File: src/rtl/imager_settings.svh
// Imager controller settings
`ifndef IMAGER_SETTINGS_SVH
`define IMAGER_SETTINGS_SVH

// Pixel array size
`define ROW_RESOLUTION 112
`define COL_RESOLUTION 112
`define PIXEL_IDX_BITS 7

// On-chip register map
`define REG_PTR_BITS   3
`define REG_VALUE_BITS 8

// Bias setting widths
`define SWITCH_BITS 8
`define BIAS_BITS   6

// Extra high cycles per pin pulse, beyond the first
`define PULSE_HIGH_CYCLES 0

`endif

File: src/rtl/imager_pkg.sv
// Imager controller types
`include "imager_settings.svh"

package imager_pkg;

    //////////////////////////////////////////////////////////////////////
    // Chip register map
    //////////////////////////////////////////////////////////////////////

    // Order is fixed by the imager silicon
    typedef enum logic [`REG_PTR_BITS-1:0] {
        ptr_colsel = 3'd0,
        ptr_rowsel = 3'd1,
        ptr_vsw    = 3'd2,
        ptr_hsw    = 3'd3,
        ptr_vref   = 3'd4,
        ptr_config = 3'd5,
        ptr_nbias  = 3'd6,
        ptr_aobias = 3'd7
    } reg_ptr_e;

    //////////////////////////////////////////////////////////////////////
    // Control pin operations
    //////////////////////////////////////////////////////////////////////

    typedef enum logic [1:0] {
        op_reset_ptr,
        op_incr_ptr,
        op_reset_val,
        op_incr_val
    } pin_op_e;

    // Value held in one chip register
    typedef logic [`REG_VALUE_BITS-1:0] reg_value_t;

    // Row or column address
    typedef logic [`PIXEL_IDX_BITS-1:0] pixel_idx_t;

endpackage

File: src/rtl/chip_write_if.sv
// Chip register write channel
`timescale 1ns/100ps

interface chip_write_if import imager_pkg::*; ();

    // Request side, held steady until done
    logic       req;
    reg_ptr_e   ptr;
    reg_value_t value;

    // One-cycle pulse once the chip holds value at ptr
    logic       done;

    modport sequencer (
        output req,
        output ptr,
        output value,
        input  done
    );

    modport shadow (
        input  req,
        input  ptr,
        input  value,
        output done
    );

endinterface

File: src/rtl/pulse_generator.sv
// Chip control pin pulse generator
`timescale 1ns/100ps
`include "imager_settings.svh"

module pulse_generator import imager_pkg::*; (
    input  logic    clk,
    input  logic    reset,
    input  logic    pulse_req,
    input  pin_op_e pulse_op,
    output logic    pulse_done,
    output logic    resp,
    output logic    incp,
    output logic    resv,
    output logic    incv
);

    localparam int cnt_bits = $clog2(`PULSE_HIGH_CYCLES + 2);

    typedef enum logic {
        pg_idle,
        pg_high
    } pg_state_e;

    pg_state_e           state;
    pin_op_e             op_q;
    logic [cnt_bits-1:0] cnt;

    // Control state
    always_ff @(posedge clk) begin
        if (reset) begin
            state      <= pg_idle;
            pulse_done <= 1'b0;
        end else begin
            pulse_done <= 1'b0;
            case (state)
                pg_idle: if (pulse_req) state <= pg_high;
                pg_high: begin
                    if (cnt == '0) begin
                        // Pin falls here, done follows in the low cycle
                        state      <= pg_idle;
                        pulse_done <= 1'b1;
                    end
                end
                default: state <= pg_idle;
            endcase
        end
    end

    // Latched operation and high-time counter
    always_ff @(posedge clk) begin
        if (state == pg_idle && pulse_req) begin
            op_q <= pulse_op;
            cnt  <= cnt_bits'(`PULSE_HIGH_CYCLES);
        end else if (state == pg_high && cnt != '0) begin
            cnt <= cnt - 1'b1;
        end
    end

    // Only the latched pin is high, and only while in pg_high
    assign resp = (state == pg_high) && (op_q == op_reset_ptr);
    assign incp = (state == pg_high) && (op_q == op_incr_ptr);
    assign resv = (state == pg_high) && (op_q == op_reset_val);
    assign incv = (state == pg_high) && (op_q == op_incr_val);

endmodule

File: src/rtl/chip_register_shadow.sv
// Chip register shadow
`timescale 1ns/100ps
`include "imager_settings.svh"

module chip_register_shadow import imager_pkg::*; (
    input  logic    clk,
    input  logic    reset,
    chip_write_if.shadow wr,
    output logic    pulse_req,
    output pin_op_e pulse_op,
    input  logic    pulse_done
);

    localparam int reg_count = 2 ** `REG_PTR_BITS;

    //////////////////////////////////////////////////////////////////////
    // Shadow of the chip state
    //////////////////////////////////////////////////////////////////////

    reg_ptr_e   ptr_q;
    reg_value_t vals [reg_count];

    // Pulse in flight and the operation it performs
    logic    busy;
    pin_op_e op_q;
    logic    done_q;

    logic    ptr_match;
    logic    val_match;
    pin_op_e next_op;

    assign ptr_match = (ptr_q == wr.ptr);
    assign val_match = (vals[ptr_q] == wr.value);

    // Pointer first, then the value under it
    always_comb begin
        if (!ptr_match) begin
            if (ptr_q < wr.ptr) begin
                next_op = op_incr_ptr;
            end else begin
                next_op = op_reset_ptr;
            end
        end else begin
            if (vals[ptr_q] < wr.value) begin
                next_op = op_incr_val;
            end else begin
                next_op = op_reset_val;
            end
        end
    end

    // Issue a pin operation while the request is still unmet
    assign pulse_req = wr.req && !done_q && !busy && !(ptr_match && val_match);
    assign pulse_op  = next_op;
    assign wr.done   = done_q;

    //////////////////////////////////////////////////////////////////////
    // Shadow update
    //////////////////////////////////////////////////////////////////////

    always_ff @(posedge clk) begin
        if (reset) begin
            // Chip powers up with pointer and registers cleared
            busy   <= 1'b0;
            done_q <= 1'b0;
            ptr_q  <= ptr_colsel;
            for (int i = 0; i < reg_count; i++) begin
                vals[i] <= '0;
            end
        end else begin
            done_q <= wr.req && !done_q && !busy && ptr_match && val_match;
            if (pulse_req) begin
                busy <= 1'b1;
            end else if (pulse_done) begin
                busy <= 1'b0;
                case (op_q)
                    op_reset_ptr: ptr_q <= ptr_colsel;
                    op_incr_ptr:  ptr_q <= reg_ptr_e'(ptr_q + 3'd1);
                    op_reset_val: vals[ptr_q] <= '0;
                    op_incr_val:  vals[ptr_q] <= vals[ptr_q] + 1'b1;
                    default:      ptr_q <= ptr_q;
                endcase
            end
        end
    end

    // Remembered until the pulse completes
    always_ff @(posedge clk) begin
        if (pulse_req) begin
            op_q <= next_op;
        end
    end

endmodule

File: src/rtl/imager_sequencer.sv
// Imager frame sequencer
`timescale 1ns/100ps
`include "imager_settings.svh"

module imager_sequencer import imager_pkg::*; (
    input  logic                    clk,
    input  logic                    reset,
    input  logic                    frame_capture_start,
    input  logic                    adc_capture_done,
    input  logic                    mask_capture_pixel,
    input  logic [`SWITCH_BITS-1:0] vsw_value,
    input  logic [`SWITCH_BITS-1:0] hsw_value,
    input  logic [`BIAS_BITS-1:0]   vref_value,
    input  logic [`BIAS_BITS-1:0]   config_value,
    input  logic [`BIAS_BITS-1:0]   nbias_value,
    input  logic [`BIAS_BITS-1:0]   aobias_value,
    chip_write_if.sequencer         wr,
    output logic                    ready,
    output logic                    frame_capture_done,
    output logic                    adc_capture_start,
    output pixel_idx_t              mask_pixel_row,
    output pixel_idx_t              mask_pixel_col
);

    localparam pixel_idx_t last_row = pixel_idx_t'(`ROW_RESOLUTION - 1);
    localparam pixel_idx_t last_col = pixel_idx_t'(`COL_RESOLUTION - 1);

    typedef enum logic [2:0] {
        st_init,
        st_idle,
        st_row,
        st_col,
        st_adc
    } seq_state_e;

    seq_state_e state;

    // Position in the initialisation write list
    logic [2:0] init_idx;

    // Move on to the next pixel this cycle
    logic pixel_step;

    assign ready = (state == st_idle);

    assign pixel_step = (state == st_col && wr.done && !mask_capture_pixel) ||
                        (state == st_adc && adc_capture_done);

    //////////////////////////////////////////////////////////////////////
    // Write request
    //////////////////////////////////////////////////////////////////////

    always_comb begin
        wr.req   = 1'b0;
        wr.ptr   = ptr_colsel;
        wr.value = '0;
        case (state)
            st_init: begin
                wr.req = 1'b1;
                case (init_idx)
                    3'd0: wr.ptr = ptr_colsel;
                    3'd1: wr.ptr = ptr_rowsel;
                    3'd2: begin
                        wr.ptr   = ptr_vsw;
                        wr.value = reg_value_t'(vsw_value);
                    end
                    3'd3: begin
                        wr.ptr   = ptr_hsw;
                        wr.value = reg_value_t'(hsw_value);
                    end
                    3'd4: begin
                        wr.ptr   = ptr_vref;
                        wr.value = reg_value_t'(vref_value);
                    end
                    3'd5: begin
                        wr.ptr   = ptr_nbias;
                        wr.value = reg_value_t'(nbias_value);
                    end
                    3'd6: begin
                        wr.ptr   = ptr_aobias;
                        wr.value = reg_value_t'(aobias_value);
                    end
                    default: begin
                        wr.ptr   = ptr_config;
                        wr.value = reg_value_t'(config_value);
                    end
                endcase
            end
            st_row: begin
                wr.req   = 1'b1;
                wr.ptr   = ptr_rowsel;
                wr.value = reg_value_t'(mask_pixel_row);
            end
            st_col: begin
                wr.req   = 1'b1;
                wr.ptr   = ptr_colsel;
                wr.value = reg_value_t'(mask_pixel_col);
            end
            default: begin
                wr.req = 1'b0;
            end
        endcase
    end

    //////////////////////////////////////////////////////////////////////
    // Main state machine
    //////////////////////////////////////////////////////////////////////

    always_ff @(posedge clk) begin
        if (reset) begin
            state              <= st_init;
            init_idx           <= 3'd0;
            mask_pixel_row     <= '0;
            mask_pixel_col     <= '0;
            adc_capture_start  <= 1'b0;
            frame_capture_done <= 1'b0;
        end else begin
            adc_capture_start  <= 1'b0;
            frame_capture_done <= 1'b0;
            case (state)
                st_init: begin
                    if (wr.done) begin
                        if (init_idx == 3'd7) begin
                            state <= st_idle;
                        end else begin
                            init_idx <= init_idx + 3'd1;
                        end
                    end
                end
                // Start requests outside idle are dropped
                st_idle: if (frame_capture_start) state <= st_row;
                st_row:  if (wr.done) state <= st_col;
                st_col: begin
                    // Both selects now hold the pixel
                    if (wr.done && mask_capture_pixel) begin
                        adc_capture_start <= 1'b1;
                        state             <= st_adc;
                    end
                end
                default: state <= state;
            endcase

            // Raster advance, wrapping to the next row
            if (pixel_step) begin
                if (mask_pixel_col != last_col) begin
                    mask_pixel_col <= mask_pixel_col + 1'b1;
                    state          <= st_row;
                end else if (mask_pixel_row != last_row) begin
                    mask_pixel_col <= '0;
                    mask_pixel_row <= mask_pixel_row + 1'b1;
                    state          <= st_row;
                end else begin
                    mask_pixel_col     <= '0;
                    mask_pixel_row     <= '0;
                    frame_capture_done <= 1'b1;
                    state              <= st_idle;
                end
            end
        end
    end

endmodule

File: src/rtl/stonyman_top.sv
// Stonyman imager controller top
`timescale 1ns/100ps
`include "imager_settings.svh"

module stonyman_top import imager_pkg::*; (
    input  logic                    clk,
    input  logic                    reset,
    input  logic                    frame_capture_start,
    input  logic                    adc_capture_done,
    input  logic                    mask_capture_pixel,
    input  logic [`SWITCH_BITS-1:0] vsw_value,
    input  logic [`SWITCH_BITS-1:0] hsw_value,
    input  logic [`BIAS_BITS-1:0]   vref_value,
    input  logic [`BIAS_BITS-1:0]   config_value,
    input  logic [`BIAS_BITS-1:0]   nbias_value,
    input  logic [`BIAS_BITS-1:0]   aobias_value,
    output logic                    ready,
    output logic                    frame_capture_done,
    output logic                    adc_capture_start,
    output pixel_idx_t              mask_pixel_row,
    output pixel_idx_t              mask_pixel_col,
    output logic                    resp,
    output logic                    incp,
    output logic                    resv,
    output logic                    incv
);

    // Shadow to pulse generator
    logic    pulse_req;
    pin_op_e pulse_op;
    logic    pulse_done;

    chip_write_if wr_if ();

    imager_sequencer imager_sequencer_i (
        .clk                 (clk),
        .reset               (reset),
        .frame_capture_start (frame_capture_start),
        .adc_capture_done    (adc_capture_done),
        .mask_capture_pixel  (mask_capture_pixel),
        .vsw_value           (vsw_value),
        .hsw_value           (hsw_value),
        .vref_value          (vref_value),
        .config_value        (config_value),
        .nbias_value         (nbias_value),
        .aobias_value        (aobias_value),
        .wr                  (wr_if.sequencer),
        .ready               (ready),
        .frame_capture_done  (frame_capture_done),
        .adc_capture_start   (adc_capture_start),
        .mask_pixel_row      (mask_pixel_row),
        .mask_pixel_col      (mask_pixel_col)
    );

    chip_register_shadow chip_register_shadow_i (
        .clk        (clk),
        .reset      (reset),
        .wr         (wr_if.shadow),
        .pulse_req  (pulse_req),
        .pulse_op   (pulse_op),
        .pulse_done (pulse_done)
    );

    pulse_generator pulse_generator_i (
        .clk        (clk),
        .reset      (reset),
        .pulse_req  (pulse_req),
        .pulse_op   (pulse_op),
        .pulse_done (pulse_done),
        .resp       (resp),
        .incp       (incp),
        .resv       (resv),
        .incv       (incv)
    );

endmodule

File: config.mk
export PLATFORM = sky130hd
export DESIGN_NAME = stonyman_top
export DESIGN_NICKNAME = d
export VERILOG_FILES = /design/src/rtl/imager_pkg.sv /design/src/rtl/chip_write_if.sv /design/src/rtl/pulse_generator.sv /design/src/rtl/chip_register_shadow.sv /design/src/rtl/imager_sequencer.sv /design/src/rtl/stonyman_top.sv
export VERILOG_INCLUDE_DIRS = /design/src /design/src/rtl
export SDC_FILE = /design/constraint.sdc
export NUM_CORES = 1
export LEC_CHECK = 0
export BUFFER_PORTS_ARGS = -buffer_cell sky130_fd_sc_hd__buf_2
export CAP_MARGIN = 20
export CORE_MARGIN = 5
export CORE_UTILIZATION = 30
export CTS_BUF_LIST = sky130_fd_sc_hd__clkbuf_8
export DETAILED_ROUTE_END_ITERATION = 16
export GPL_TIMING_DRIVEN = 0
export SLEW_MARGIN = 0
export SYNTH_ARGS = -nofsm -noshare
export SYNTH_HDL_FRONTEND = slang
export SYNTH_SLANG_ARGS = --single-unit
File: constraint.sdc
create_clock -name clk -period 4.5 [get_ports clk]
set_input_delay 0.9 -clock clk [delete_from_list [all_inputs] [get_ports clk]]
set_output_delay 0.9 -clock clk [all_outputs]
set_load 0.01 [all_outputs]
==> impl_results.md <==
- Total GRT Usage: a little over an eighth
- TritonRoute pass-1 iters: 5
- Root buf cell: clkbuf_8
- Fmax: between 200 and 250 MHz
- # Max-Cap Violations: 0
- Final worst-path cycle share: ~94%
- Cell count after synthesis: 486
- Detailed-route via count: roughly 4300
- Share of layout cells above drive strength 1: 24.9%
- Total Wirelength: around 15000 um
- Initial DRC Count: roughly 380
- CTS H-tree lvls: 3
- Hold_ws: 454 ps
- # diodes: 0
- Fin. Hold Viols: 0
- # setup viols final: 0
- Synth-to-Final Area Change: 17.2%
- Reg area: between 2000 and 3000 um^2
- Hold_buf cts: 0
- Clock latency at the later pin of the worst-skew pair: 380 ps
- Fraction of synthesized cell area in xor and xnor cells: between 1.5 and 2%
- Worst slew pin tran: roughly 700 ps
- Fillers: roughly 1800
- RSZ-0062 raised after global routing: no
- Synth Area in Adders: under 10%
- CP Launch Type: flop
- Simple logic cell fraction of the synthesized area: 19.9%
- First-pass GRT wire length: 23700 um
- Setup slack at placement: -507 ps
- Syn_nets: about 550
- Chip height: between 100 and 150 um
- CTS clock-pin slew for the worst setup and hold paths: between 100 and 150 ps
- Number of global-route vias before repair: 4377
- Dpl hpwl: ~12000 um
- FFs w/ async S/R, synth: 0%
- Multi-input gate area: ~2700 um^2
- Required @ worst endpoint: about 4600 ps
- Detailed-route DRC error count: 0
- Grt ovf: 0
- Top post-synthesis cells by area: edfxtp_1 37%, dfxtp_1 12%, mux4_2 6.6%, ha_1 5.0%, nor3_1 3.5%
- Io pins: 66
- Critical path type: flop to flop
- Routed length per instance: between 15 and 20 um
- Vias per cell: between 5 and 6
- Core Rows: 49
- YS warnings: 0
- Status: finished clean
- Yosys top cell area share: 37.1%
- Inserted Clock Buffers: 9
- CTS tree: built
- Routed Antenna Nets: 0
- Final setup TNS: 0 ps
- EDFF count, synth: 68
- Area leader, netlist: edfxtp_1
- Power per cell area: ~280 nW/um^2
- CP Capture Type: flop
- Post-Syn Area per Cell: 11.3 um^2
- Synth Area in Compound Gates: 9.10%
- CTS Buffer Depth: 2
- Multiplexer share of the synthesized area: between 10% and 20%
- Clock skew: about 17 ps
- I/O Buffers: 65
- Synth Flop Type: edfxtp_1
- Die Area: 21100 um^2
- Antenna violations before repair: 0
- Fin worst setup slack: between 200 and 300 ps
- LEAKAGE: around 0.0023 uW
- Setup slack, reg-to-reg: approximately 280 ps
- Final net count: 632
- Post-synthesis sequential area ratio: 49.1%
- # clock sinks: just over 100
- Hold Path Class: flop to flop
- Core footprint: between 15000 and 20000 um^2
- Die W: approximately 150 um
- Largest family of logic cells by synthesized area: simple AND/OR/NAND/NOR gates
- Seq cells post-synth: between 100 and 150
- Maximum VDD drop: about 130 uV
- Slew Limit Fails: 0
- Worst Path Arrival: 4300 ps
- Post-Syn Area: approximately 5500 um^2
- RePlAce Congestion: between 0.9 and 1
- Largest net degree at the start of global routing: 18
- Critical path fanouts, max: 10
- Fin crit period: ~4200 ps
- Relative slew slack: approximately 54%
- Netlist cell types: slightly below 60
- Initial Util: between 30% and 40%
per-stage QoR:
stage	instances	total power [uW]	utilization, %	cell area, um^2
2_1_floorplan	486	1130	-	5500
3_3_place_gp	780	1190	33.9	6110
3_5_place_dp	780	1190	33.9	6110
4_1_cts	796	1790	35.2	6350
5_1_grt	799	1840	35.8	6450
6_report	799	1780	35.8	6450
power breakdown:
group / total, uW / internal (uW) / switching (uW)
combinational: 146 / 57.7 / 88.5
sequential: 1030 / 1020 / 14.0
clock: 600 / 262 / 338
total: 1780 / 1340 / 441
cells by family (layout without fill, tap and decap cells):
family,Yosys count,count (layout)
muxes,42,42
DFF,101,101
adders and majority gates,22,22
xor gates and xnor gates,10,10
and+or+nand+nor,203,203
AOI/OAI and AO/OA,69,69
buffers and inverters,39,123
placed cells by master, fill, tap and decap left out, drive strengths merged, types with 4 or more instances in the layout:
| cell type | netlist | layout |
|---|---|---|
| mux2i | 21 | 21 |
| a21oi | 18 | 18 |
| xnor2 | 4 | 4 |
| nor2 | 49 | 49 |
| mux2 | 5 | 5 |
| nor3b | 6 | 6 |
| nand3b | 8 | 8 |
| mux4 | 16 | 16 |
| o21ai | 13 | 13 |
| edfxtp | 68 | 68 |
| inv | 14 | 18 |
| nand4 | 11 | 11 |
| buf | 7 | 76 |
| a22oi | 8 | 8 |
| nand2 | 18 | 18 |
| xor2 | 6 | 6 |
| o22a | 5 | 5 |
| nand3 | 19 | 19 |
| dfxtp | 33 | 33 |
| nand2b | 14 | 14 |
| or3 | 6 | 6 |
| and3 | 6 | 6 |
| nor2b | 10 | 10 |
| clkbuf | 18 | 26 |
| nor3 | 44 | 44 |
| a222oi | 6 | 6 |
| ha | 22 | 22 |
state kept, by name, indices dropped and copies added (netlist names), named ones only:
name and flops:
chip_register_shadow_i.wr.done 1, chip_register_shadow_i.ptr_q 3, imager_sequencer_i.mask_pixel_row 7, pulse_generator_i.cnt 1
chip_register_shadow_i.vals 64, pulse_generator_i.state 1, imager_sequencer_i.mask_pixel_col 7, chip_register_shadow_i.op_q 2
imager_sequencer_i.adc_capture_start 1, pulse_generator_i.pulse_done 1, imager_sequencer_i.frame_capture_done 1, pulse_generator_i.op_q 2
imager_sequencer_i.init_idx 3, chip_register_shadow_i.busy 1, imager_sequencer_i.state 3
per-layer routing:
layer | routed length [um] | GRT usage, % | share of wire (%)
met5 | 0 | 0 | 0
met2 | 7760 | 24.7 | 52
met3 | 818 | 2.52 | 5.5
met1 | 6270 | 17.2 | 42
met4 | 156 | 2.57 | 1.0
synthesized netlist by cell type, types with 16 or more instances:
library cell / count
edfxtp_1: 68
clkbuf_1: 18
a21oi_1: 17
mux2i_1: 19
mux4_2: 16
nor2_1: 49
dfxtp_1: 33
nor3_1: 39
ha_1: 22
nand2_1: 18
nand3_1: 19
critical path, cell delays in order (launching register included):
cell and delay [ps]:
dfxtp_1 400, inv_1 110, ha_1 210, clkbuf_1 200, nor3b_1 250, a21oi_1 100, nor3_4 290, mux2i_1 140
o22a_1 220, ha_1 300, nand4_1 170, or3_1 460, a211oi_2 310, clkbuf_4 270, nand3b_1 250, nand2b_4 250
final cells by class:
class                           count  area share [%]
Sequential cell                   101            41.9
Timing Repair Buffer               69            5.71
Tap cell                          229            4.44
Buffer                             24            2.02
Inverter                           14           0.815
Clock inverter                      7            1.15
Multi-Input combinational cell    346            42.0
Clock buffer                        9            1.92
final timing paths:
path,from,to,depth (start not counted)
hold / removal,pulse_generator_i.cnt,pulse_generator_i.pulse_done,1
hold reg to reg,pulse_generator_i.cnt,pulse_generator_i.pulse_done,1
setup / recovery,imager_sequencer_i.init_idx[0],chip_register_shadow_i.vals[2][7],15
setup reg to reg,imager_sequencer_i.init_idx[0],chip_register_shadow_i.vals[2][7],15
what timing repair did:
action | CTS | global route
setup buffers | 1 | 3
setup endpoints to repair | 127 | 127
endpoints found under the hold margin | 0 | 0
pin swaps | 1 | 3
gates resized for setup | 10 | 18
Note: power is estimated with default switching activity, not from simulation.
